**src/cpuPkg.sv**
```systemverilog
package cpuPkg;

    ////////////////////////////////////////////////////////////////////////////
    // Instruction encodings
    ////////////////////////////////////////////////////////////////////////////

    // Major opcodes, bits 31:26 of the word
    typedef enum logic [5:0] {
        opRtype = 6'd0,
        opAddi  = 6'd8,
        opLw    = 6'd35,
        opSw    = 6'd43
    } opcodeT;

    // Function field of R-type words, bits 5:0
    typedef enum logic [5:0] {
        fnAdd = 6'd32,
        fnSub = 6'd34,
        fnAnd = 6'd36,
        fnOr  = 6'd37,
        fnSlt = 6'd42
    } functT;

    // Operations the execute stage knows
    typedef enum logic [2:0] {
        aluAdd,
        aluSub,
        aluAnd,
        aluOr,
        aluSlt
    } aluOpT;

    ////////////////////////////////////////////////////////////////////////////
    // Pipeline stage records
    ////////////////////////////////////////////////////////////////////////////

    // Decode to execute
    typedef struct packed {
        logic        valid;
        aluOpT       aluOp;
        logic [4:0]  rs;
        logic [4:0]  rt;
        logic [4:0]  dest;
        logic [31:0] imm;
        logic        useImm;
        logic        memRead;
        logic        memWrite;
        logic        regWrite;
    } decodedT;

    // Execute to memory and writeback
    typedef struct packed {
        logic        valid;
        logic [31:0] aluResult;
        logic [31:0] storeData;
        logic [4:0]  dest;
        logic        memRead;
        logic        memWrite;
        logic        regWrite;
    } execT;

    // One finished instruction
    typedef struct packed {
        logic        valid;
        logic [4:0]  dest;
        logic        regWrite;
        logic [31:0] data;
    } retireT;

endpackage

```
**src/instrDecode.sv**
```systemverilog
`timescale 1ns/100ps

module instrDecode (
    input  logic              clk,
    input  logic              rst,
    input  logic              instrValid,
    input  logic [31:0]       instr,
    output logic [4:0]        rsIdx,
    output logic [4:0]        rtIdx,
    output cpuPkg::decodedT   decoded,
    output logic              illegal
);

    // Instruction fields
    cpuPkg::opcodeT  opcode;
    cpuPkg::functT   funct;
    logic [4:0]      rdIdx;
    logic [15:0]     immField;

    // Decoded control, before the stage register
    cpuPkg::decodedT nextDec;
    logic            known;

    assign opcode   = cpuPkg::opcodeT'(instr[31:26]);
    assign funct    = cpuPkg::functT'(instr[5:0]);
    assign rdIdx    = instr[15:11];
    assign immField = instr[15:0];

    // Read indices go straight to the register file
    assign rsIdx = instr[25:21];
    assign rtIdx = instr[20:16];

    always_comb
    begin
        // Defaults describe an I-type word writing rt
        nextDec.valid    = 1'b0;
        nextDec.aluOp    = cpuPkg::aluAdd;
        nextDec.rs       = rsIdx;
        nextDec.rt       = rtIdx;
        nextDec.dest     = rtIdx;
        nextDec.imm      = {{16{immField[15]}}, immField};
        nextDec.useImm   = 1'b0;
        nextDec.memRead  = 1'b0;
        nextDec.memWrite = 1'b0;
        nextDec.regWrite = 1'b0;
        known            = 1'b1;
        case (opcode)
            cpuPkg::opRtype:
            begin
                nextDec.dest     = rdIdx;
                nextDec.regWrite = 1'b1;
                // Function code picks the ALU op
                case (funct)
                    cpuPkg::fnAdd: nextDec.aluOp = cpuPkg::aluAdd;
                    cpuPkg::fnSub: nextDec.aluOp = cpuPkg::aluSub;
                    cpuPkg::fnAnd: nextDec.aluOp = cpuPkg::aluAnd;
                    cpuPkg::fnOr:  nextDec.aluOp = cpuPkg::aluOr;
                    cpuPkg::fnSlt: nextDec.aluOp = cpuPkg::aluSlt;
                    default:       known = 1'b0;
                endcase
            end
            cpuPkg::opAddi:
            begin
                nextDec.useImm   = 1'b1;
                nextDec.regWrite = 1'b1;
            end
            cpuPkg::opLw:
            begin
                // Address is base plus offset
                nextDec.useImm   = 1'b1;
                nextDec.memRead  = 1'b1;
                nextDec.regWrite = 1'b1;
            end
            cpuPkg::opSw:
            begin
                nextDec.useImm   = 1'b1;
                nextDec.memWrite = 1'b1;
            end
            default: known = 1'b0;
        endcase
        // Unknown words never enter the pipe
        nextDec.valid = instrValid & known;
    end

    // Stage register, edge 0
    always_ff @(posedge clk)
    begin
        if (rst)
        begin
            decoded <= '0;
            illegal <= 1'b0;
        end
        else
        begin
            decoded <= nextDec;
            illegal <= instrValid & ~known;
        end
    end

endmodule

```
**src/regFile.sv**
```systemverilog
`timescale 1ns/100ps

module regFile (
    input  logic        clk,
    input  logic        rst,
    input  logic [4:0]  rsIdx,
    input  logic [4:0]  rtIdx,
    output logic [31:0] rsData,
    output logic [31:0] rtData,
    input  logic        wrEn,
    input  logic [4:0]  wrAddr,
    input  logic [31:0] wrData
);

    logic [31:0] regs [32];
    logic        wrLive;

    // Register 0 is hardwired, never written
    assign wrLive = wrEn && (wrAddr != 5'd0);

    // One read port, with write-through from the same edge
    function automatic logic [31:0] readPort(input logic [4:0] idx);
        logic [31:0] value;
        if (idx == 5'd0)
            value = '0;
        else if (wrLive && (wrAddr == idx))
            value = wrData;
        else
            value = regs[idx];
        return value;
    endfunction

    always_ff @(posedge clk)
    begin
        if (rst)
        begin
            for (int i = 0; i < 32; i++)
            begin
                regs[i] <= '0;
            end
            rsData <= '0;
            rtData <= '0;
        end
        else
        begin
            if (wrLive)
            begin
                regs[wrAddr] <= wrData;
            end
            // Captured alongside the decode register
            rsData <= readPort(rsIdx);
            rtData <= readPort(rtIdx);
        end
    end

endmodule

```
**src/aluExecute.sv**
```systemverilog
`timescale 1ns/100ps

module aluExecute (
    input  logic            clk,
    input  logic            rst,
    input  cpuPkg::decodedT decoded,
    input  logic [31:0]     rsData,
    input  logic [31:0]     rtData,
    output cpuPkg::execT    exec
);

    logic [31:0] opB;
    logic [31:0] aluOut;

    // Operand B mux
    assign opB = decoded.useImm ? decoded.imm : rtData;

    ////////////////////////////////////////////////////////////////////////////
    // ALU
    ////////////////////////////////////////////////////////////////////////////

    always_comb
    begin
        case (decoded.aluOp)
            cpuPkg::aluAdd: aluOut = rsData + opB;
            cpuPkg::aluSub: aluOut = rsData - opB;
            cpuPkg::aluAnd: aluOut = rsData & opB;
            cpuPkg::aluOr:  aluOut = rsData | opB;
            // Signed compare, 1 or 0
            cpuPkg::aluSlt: aluOut = {31'd0, $signed(rsData) < $signed(opB)};
            default:        aluOut = '0;
        endcase
    end

    // Stage register, edge 1
    always_ff @(posedge clk)
    begin
        if (rst)
        begin
            exec <= '0;
        end
        else
        begin
            exec.valid     <= decoded.valid;
            exec.aluResult <= aluOut;
            // Store data is the rt operand
            exec.storeData <= rtData;
            exec.dest      <= decoded.dest;
            exec.memRead   <= decoded.memRead;
            exec.memWrite  <= decoded.memWrite;
            exec.regWrite  <= decoded.regWrite;
        end
    end

endmodule

```
**src/dataMemory.sv**
```systemverilog
`timescale 1ns/100ps

module dataMemory #(
    parameter int MemWords = 32
) (
    input  logic         clk,
    input  logic         rst,
    input  cpuPkg::execT exec,
    output logic [31:0]  loadData,
    input  logic         debugOn,
    input  logic [31:0]  debugAddr,
    output logic [31:0]  debugData
);

    localparam int AddrW = $clog2(MemWords);

    logic [31:0]      mem [MemWords];
    logic [AddrW-1:0] memAddr;
    logic [AddrW-1:0] dbgAddr;
    logic             doStore;
    logic             doLoad;

    // Word index, upper bits dropped so addresses wrap
    assign memAddr = exec.aluResult[AddrW-1:0];
    assign dbgAddr = debugAddr[AddrW-1:0];

    assign doStore = exec.valid & exec.memWrite;
    assign doLoad  = exec.valid & exec.memRead;

    ////////////////////////////////////////////////////////////////////////////
    // Load and store port, edge 2
    ////////////////////////////////////////////////////////////////////////////

    always_ff @(posedge clk)
    begin
        if (rst)
        begin
            // Every word cleared
            for (int i = 0; i < MemWords; i++)
            begin
                mem[i] <= '0;
            end
            loadData <= '0;
        end
        else
        begin
            if (doStore)
            begin
                mem[memAddr] <= exec.storeData;
            end
            if (doLoad)
            begin
                loadData <= mem[memAddr];
            end
        end
    end

    ////////////////////////////////////////////////////////////////////////////
    // Debug read port
    ////////////////////////////////////////////////////////////////////////////

    // Separate path, no stall of the main port
    always_ff @(posedge clk)
    begin
        if (rst)
        begin
            debugData <= '0;
        end
        else if (debugOn)
        begin
            debugData <= mem[dbgAddr];
        end
    end

endmodule

```
**src/resultWriteback.sv**
```systemverilog
`timescale 1ns/100ps

module resultWriteback (
    input  logic           clk,
    input  logic           rst,
    input  cpuPkg::execT   exec,
    input  logic [31:0]    loadData,
    output logic           wrEn,
    output logic [4:0]     wrAddr,
    output logic [31:0]    wrData,
    output cpuPkg::retireT retire
);

    // Exec delayed to line up with loadData
    cpuPkg::execT execQ;
    logic [31:0]  resultData;

    always_ff @(posedge clk)
    begin
        if (rst)
        begin
            execQ <= '0;
        end
        else
        begin
            execQ <= exec;
        end
    end

    // Load value for LW, else the ALU result
    // SW reports its store address here
    assign resultData = execQ.memRead ? loadData : execQ.aluResult;

    // Register write lands on edge 3
    assign wrEn   = execQ.valid & execQ.regWrite;
    assign wrAddr = execQ.dest;
    assign wrData = resultData;

    // Retire record, edge 3
    always_ff @(posedge clk)
    begin
        if (rst)
        begin
            retire <= '0;
        end
        else
        begin
            retire.valid    <= execQ.valid;
            retire.dest     <= execQ.dest;
            retire.regWrite <= execQ.regWrite;
            retire.data     <= resultData;
        end
    end

endmodule

```
**src/miniCore.sv**
```systemverilog
`timescale 1ns/100ps

module miniCore #(
    parameter int MemWords = 32
) (
    input  logic           clk,
    input  logic           rst,
    input  logic           instrValid,
    input  logic [31:0]    instr,
    output cpuPkg::retireT retire,
    output logic           illegal,
    input  logic           debugOn,
    input  logic [31:0]    debugAddr,
    output logic [31:0]    debugData
);

    ////////////////////////////////////////////////////////////////////////////
    // Stage links
    ////////////////////////////////////////////////////////////////////////////

    logic [4:0]      rsIdx;
    logic [4:0]      rtIdx;
    logic [31:0]     rsData;
    logic [31:0]     rtData;
    cpuPkg::decodedT decoded;
    cpuPkg::execT    exec;
    logic [31:0]     loadData;

    // Register write port
    logic            wrEn;
    logic [4:0]      wrAddr;
    logic [31:0]     wrData;

    instrDecode decode_i (
        .clk        (clk),
        .rst        (rst),
        .instrValid (instrValid),
        .instr      (instr),
        .rsIdx      (rsIdx),
        .rtIdx      (rtIdx),
        .decoded    (decoded),
        .illegal    (illegal)
    );

    regFile regs_i (
        .clk    (clk),
        .rst    (rst),
        .rsIdx  (rsIdx),
        .rtIdx  (rtIdx),
        .rsData (rsData),
        .rtData (rtData),
        .wrEn   (wrEn),
        .wrAddr (wrAddr),
        .wrData (wrData)
    );

    aluExecute execute_i (
        .clk     (clk),
        .rst     (rst),
        .decoded (decoded),
        .rsData  (rsData),
        .rtData  (rtData),
        .exec    (exec)
    );

    // Memory depth set here
    dataMemory #(
        .MemWords (MemWords)
    ) memory_i (
        .clk       (clk),
        .rst       (rst),
        .exec      (exec),
        .loadData  (loadData),
        .debugOn   (debugOn),
        .debugAddr (debugAddr),
        .debugData (debugData)
    );

    resultWriteback writeback_i (
        .clk      (clk),
        .rst      (rst),
        .exec     (exec),
        .loadData (loadData),
        .wrEn     (wrEn),
        .wrAddr   (wrAddr),
        .wrData   (wrData),
        .retire   (retire)
    );

endmodule

```
**config.mk**
```make
export PLATFORM = sky130hd
export DESIGN_NAME = miniCore
export DESIGN_NICKNAME = d
export VERILOG_FILES = /design/src/cpuPkg.sv /design/src/instrDecode.sv /design/src/regFile.sv /design/src/aluExecute.sv /design/src/dataMemory.sv /design/src/resultWriteback.sv /design/src/miniCore.sv
export SDC_FILE = /design/constraint.sdc
export NUM_CORES = 2
export LEC_CHECK = 0
export ABC_AREA = 0
export BUFFER_PORTS_ARGS = -buffer_cell sky130_fd_sc_hd__buf_2
export CORE_MARGIN = 5
export CORE_UTILIZATION = 30
export CTS_CLUSTER_SIZE = 12
export DETAILED_ROUTE_END_ITERATION = 6
export SLEW_MARGIN = 25
export SYNTH_ARGS = -nofsm -noshare
export SYNTH_HDL_FRONTEND = slang
export SYNTH_SLANG_ARGS = --single-unit
```
**constraint.sdc**
```tcl
create_clock -name clk -period 5.9 [get_ports clk]
set_input_delay 0.295 -clock clk [delete_from_list [all_inputs] [get_ports clk]]
set_output_delay 0.295 -clock clk [all_outputs]
set_load 0.01 [all_outputs]
```
=== Word level (Yosys, flattened, before mapping) ===
Memories as Yosys holds them, arrays and structs flattened. A register that Yosys moved wholly into a read port is not among the register bits.
Cells that the tools add are included.

* Flip-flop bits (word level): 182
* Memory bits (writable): 2048
* Bits of input ports: 68
* Output and inout port bits: 72
* Word-level logic and storage cells: 90
* Memories: 2

{| class="wikitable"
|+ Memories
! memory !! depth !! bits a word !! read ports !! clocked after memory_dff !! write ports !! RTL line !! text
|-
| memory_i.mem || 32 || 32 || 2 || 2 || 32 || dataMemory.sv:17 || <nowiki>logic [31:0] mem [MemWords];</nowiki>
|-
| regs_i.regs || 32 || 32 || 2 || 2 || 32 || regFile.sv:15 || <nowiki>logic [31:0] regs [32];</nowiki>
|}

* $add $sub $neg: 2
* $lt $le $gt $ge: 1
* Equal/unequal tests: 12
* Muxes and demuxes: 25
* Bitwise logic cells: 9
* Reductions and logical operators: 14

{| class="wikitable"
|+ Operators by type and width
! kind !! count
|-
| $pmux 32 s5 || 1
|-
| $mux 32 || 4
|-
| $reduce_or 32->1 || 2
|-
| $eq 6x6->1 const B || 7
|-
| $add 32x32->32 || 1
|-
| $and 32x32->32 || 1
|-
| $lt 32x32->1 || 1
|-
| $or 32x32->32 || 1
|-
| $sub 32x32->32 || 1
|-
| $mux 1 || 15
|-
| $mux 5 || 3
|-
| $pmux 3 s4 || 1
|-
| $logic_not 5->1 || 2
|-
| $eq 3x2->1 const B || 2
|-
| $eq 6x4->1 const B || 1
|-
| $logic_not 6->1 || 1
|-
| $reduce_or 2->1 || 3
|-
| $reduce_or 3->1 || 2
|-
| $and 1x1->1 || 5
|-
| $reduce_bool 5->1 || 1
|-
| $reduce_or 5->1 || 1
|-
| $eq 3x1->1 const B || 1
|-
| $eq 3x3->1 const B || 1
|-
| $logic_not 3->1 || 1
|-
| other kinds (3) || 4
|}

=== Longest topological paths before layout ===
* Depth in word-level cells: 7
* Depth in mapped cells: 17
* Depth with buffers taken out: 14

=== Cells and area by module ===
From an unflattened synthesis, not the netlist that was laid out.

* Cell total of the unflattened synthesis: 8859
* Area, all modules: 123946.4 µm²

{| class="wikitable"
|+ Modules (own cells, without submodules)
! module !! times used !! cells each !! area each (µm²) !! sequential area each (µm²)
|-
| regFile || 1 || 3850 || 56415.4 || 32030.7
|-
| dataMemory || 1 || 3740 || 56190.1 || 32030.7
|-
| aluExecute || 1 || 928 || 7236.9 || 1461.4
|-
| resultWriteback || 1 || 208 || 2668.8 || 1581.5
|-
| instrDecode || 1 || 133 || 1435.1 || 800.8
|}

=== Worst setup path after synthesis ===
OpenSTA, ideal clock, no wires.

* Path type: flip-flop to flip-flop
* Start point: register decode_i.decoded[3] (netlist name)
* End point: register execute_i.exec[70] (netlist name)
* Setup time: 62 ps
* Arrival: 3796 ps
* Required time: 5838 ps
* Path slack: 2042 ps
* Cell stages (with the launch flop): 16
* Buffers on the path: 3
* Period minus slack after synthesis: 3858 ps
* Cells stage by stage: dfxtp_1 clkbuf_1 clkbuf_1 mux2i_1 ha_1 buf_2 nor4_4 nand3_1 a21oi_1 a211oi_2 o21ai_2 a221o_1 a211oi_2 o311a_2 or4_1 nand3_1

* Longest elaborated chain between the ends: 3
* Elaborated cells between the ends (all ways): 6
* Classes of those cells: 2 x add/sub; 2 x mux; 2 x bitwise

{| class="wikitable"
|+ Ends and longest elaborated chain
! item !! RTL line !! text
|-
| $mux 32 * || aluExecute.sv:16 || <nowiki>assign opB = decoded.useImm ? decoded.imm : rtData;</nowiki>
|-
| $sub 32x32->32 (tied with other cells) || aluExecute.sv:26 || <nowiki>cpuPkg::aluSub: aluOut = rsData - opB;</nowiki>
|-
| $pmux 32 s5 * || aluExecute.sv:24 || <nowiki>case (decoded.aluOp)</nowiki>
|}

Every way passes the cells marked *; elsewhere a longest branch is shown, timed or not.
A chain may end at the register's enable or synchronous reset.

=== Worst setup path after layout ===
* Start point: register decode_i.decoded[3] (netlist name)
* End point: register execute_i.exec[70] (netlist name)

* Longest elaborated chain between the ends: 3
* Elaborated cells between the ends (all ways): 6
* Classes of those cells: 2 x add/sub; 2 x mux; 2 x bitwise

{| class="wikitable"
|+ Ends and longest elaborated chain
! item !! RTL line
|-
| $mux 32 * || aluExecute.sv:16
|-
| $sub 32x32->32 (tied with other cells) || aluExecute.sv:26
|-
| $pmux 32 s5 * || aluExecute.sv:24
|}

Marks and branches as above.

==> run_results.csv <==
group,metric,value,unit
status,status,"complete, no violations",
power_and_ir_drop,pwr_density_cell,292,mW/mm2
critical_path,worst-setup-path-type,"reg -> reg",
synth,netlist_instances,9246,
critical_path,critical_path.endpoint_type,"flip-flop",
clock_tree,cts_max_level,4,
global_route,grt_overflow,0,
timing,final.setup.tns,0,ps
synth,synth.area.top_cells,"edfxtp_1 51%, mux4_2 16%, and2_1 5.3%, dfxtp_1 5.1%, nor2_1 5.1%",
synth,synth.largest_area_cell,"edfxtp_1",
placed_design,dp_slack,1720,ps
timing,slew_viol_final,0,
clock_tree,cts.sinks,2358,
synth,synth-seq-cells,2358,
routing,ant_nets,0,
timing,max_slew_margin,20.9,%
routing,drc_errors,0,
synth,synth_area_per_cell,13.1,um2
timing,tightestPinTransition,1170,ps
global_route,met1_usage,26.2,%
clock_tree,cts_tree,"yes",
placed_design,port_buffers,112,
timing,fin_crit_sh,72.2,%
routing,vias_per_cell,5.70,
routing,via_count,83739,
synth,ys_types,80,
floorplan,die_h,646,um
synth,synth_top_family_by_area,"multiplexers",
synth,synth_mux_area_share,21.4,%
synth,synth_warnings,0,
synth,synthAdderAreaFrac,1.20,%
placed_design,dpl.hpwl,265000,um
timing,setup_violations,0,
global_route,met2_usage,32.3,%
global_route,grtUsageTotal,20.7,%
routing,wl_per_cell,30.5,um
timing,finClkSkew,97.6,ps
power_and_ir_drop,p_sw,0.0108,W
power_and_ir_drop,p_int,0.0292,W
timing,rsz0062_at_grt,"no",
flow_run,maxCapViolations,0,
critical_path,startpoint_type,"flip-flop",
synth,synth_compound_area_share,5.81,%
timing,min_period,4260,ps
routing,drt_wl_total,449000,um
critical_path,max_stage_delay,590,ps
timing,fmax,235,MHz
final_layout,syn_to_final_growth,12.7,%
global_route,met3_usage,4.23,%
synth,syn_area,0.122,mm2
critical_path,cp_common_cell,"buf_4",
critical_path,cpMaxStageDelayCell,"a2111oi_0",
clock_tree,cts_buffer_depth,4,
routing,drtIter0Drc,12438,
synth,synthTopCellsByCount,"2048 x edfxtp_1, 1645 x nor2_1, 1032 x and2_1, 865 x mux4_2, 707 x clkbuf_1",
synth,yosysMostFrequentCell,"edfxtp_1",
final_layout,drive_gt1_share,20.7,%
synth,async_reset_ff_share,0,%
synth,synth_top_area_share,50.6,%
timing,hold_violations,0,
power_and_ir_drop,p_leak,47.4,nW
critical_path,required,6760,ps
power_and_ir_drop,ir_worst_vdd,0.258,mV
clock_tree,insertion_delay,960,ps
global_route,top_usage_layer,"met2",
critical_path,cp_max_fo,17,
global_route,grt_pass1_vias,84495,
critical_path,worstPathCellList,"buf_4 > and2_1 > buf_4 > a21oi_1 > ha_1 > clkinv_1 > nor3_1 > nand2_1 > a2111oi_0 > nor3b_1 > o22a_1 > or4_1 > nand3_1",
timing,setup_slack,1640,ps
clock_tree,cts.repair.resized,0,
clock_tree,cts_hold_buf,30,
power_and_ir_drop,p_clk_share,37.4,%
global_route,grt_antenna_before_repair,38,
clock_tree,path_clk_slew,60,ps
clock_tree,clockRootBuffer,"clkbuf_16",
floorplan,core_area,0.403,mm2
synth,yosys.area_share.simple,12.4,%
floorplan,die-area,0.418,mm2
min_path,min_path_type,"in -> reg",
synth,yosysSeqAreaShare,55.7,%
power_and_ir_drop,combPwrFrac,14.4,%
synth,synth-edff-count,2048,
placed_design,routabilityCongestion,0.875,
clock_tree,postCtsSetupBuffers,0,
routing,dr.pass1.iters,6,
final_layout,fin_nets,9257,
synth,synth_ff_type,"edfxtp_1",
final_layout,fin_cells,14701,
critical_path,cp.arrival,5120,ps
synth,synthXorXnorAreaFrac,0.303,%
power_and_ir_drop,swShare,26.9,%
floorplan,num_rows,233,
placed_design,place_inst,14198,
clock_tree,cts_inserted_buffers,245,
global_route,grt_pass1_wl,627000,um
floorplan,ios,140,
floorplan,start_util,30.1,%
final_layout,finalCoreUtilization,34.0,%
power_and_ir_drop,seqPwrFrac,48.2,%
global_route,grt_max_degree,126,
timing,holdWs,105,ps
floorplan,fp.dieW,646,um
through the flow:
step                      total power, W  area [um2]
after floorplan                   0.0230      122000
after global placement            0.0252      129000
after detailed placement          0.0253      129000
after CTS                         0.0401      137000
after global routing              0.0411      137000
final                             0.0400      137000
cell usage in the layout, fill, tap and decap left out, types with 60 or more instances in the layout:
master	instances
buf_4	266
inv_1	115
clkbuf_16	249
dfxtp_1	301
a22oi_1	72
buf_2	96
a211oi_1	60
and2_1	1031
mux2_2	132
mux2i_1	469
o21ai_0	237
nor2_1	1613
mux4_2	865
nand2_1	114
ha_1	113
a21oi_1	387
edfxtp_1	2048
clkbuf_1	101
nor2b_1	98
a221oi_1	225
cell type report:
cell class | instances | area, um2
flip-flops and latches | 2358 | 67700
clock inverters | 53 | 440
repair buffers | 434 | 3550
multi-input cells | 5913 | 51000
inverters | 122 | 459
diodes | 32 | 80.1
well taps | 5405 | 6760
clock buffers | 384 | 7000
fillers | 38787 | 266000
power groups by stage:
stage | clock [W] | combinational [W] | sequential, W
6_report | 0.0150 | 0.00576 | 0.0193
5_1_grt | 0.0158 | 0.00599 | 0.0194
4_1_cts | 0.0151 | 0.00569 | 0.0193
3_5_place_dp | 0 | 0.00565 | 0.0196
3_3_place_gp | 0 | 0.00564 | 0.0196
2_1_floorplan | 0 | 0.00368 | 0.0193
path summary, 6_finish.rpt:
check / start / end / slack (ps) / cells after the start
setup / recovery: decode_i.decoded[3] / execute_i.exec[70] / 1640 / 13
hold / removal: debugAddr[3] / memory_i.debugData[21] / 100 / 4
setup reg to reg: decode_i.decoded[3] / execute_i.exec[70] / 1640 / 13
hold reg to reg: execute_i.exec[53] / writeback_i.execQ[53] / 380 / 1
flip-flops by register name (all words and copies together) (netlist names):
signal	flops
execute_i.exec	73
regs_i.rtData	32
memory_i.loadData	32
regs_i.rsData	32
writeback_i.execQ	35
memory_i.debugData	32
writeback_i.retire	39
decode_i.illegal	1
memory_i.mem	1024
decode_i.decoded	29
regs_i.regs	1024
writeback_i.wrAddr	5
kinds of logic (layout without fill, tap and decap cells):
group / after synthesis / in the layout
simple gates: 3125 / 3125
compound gates: 1101 / 1101
xor+xnor: 42 / 42
mux: 1498 / 1498
fa+ha+maj: 115 / 115
flops: 2358 / 2358
buf+inv: 1006 / 993
other cells: 1 / 64
worst max-delay path: cells and delay by family (launching register included):
family                     cells  cell delay, ps
and+or+nand+nor                6            1530
DFF                            1             310
AOI/OAI and AO/OA              3             960
buffers and inverters          3             910
adders and majority gates      1             450
routing by layer:
layer  vias up  share of wire, %  wire, um
met5         -             0.036       160
met4        16               7.6     33900
met3      1303                11     48000
met2      5538                45    203000
met1     42745                36    163000
li1      34137                 -         -
No activity file was read; power rests on OpenSTA's default activity.
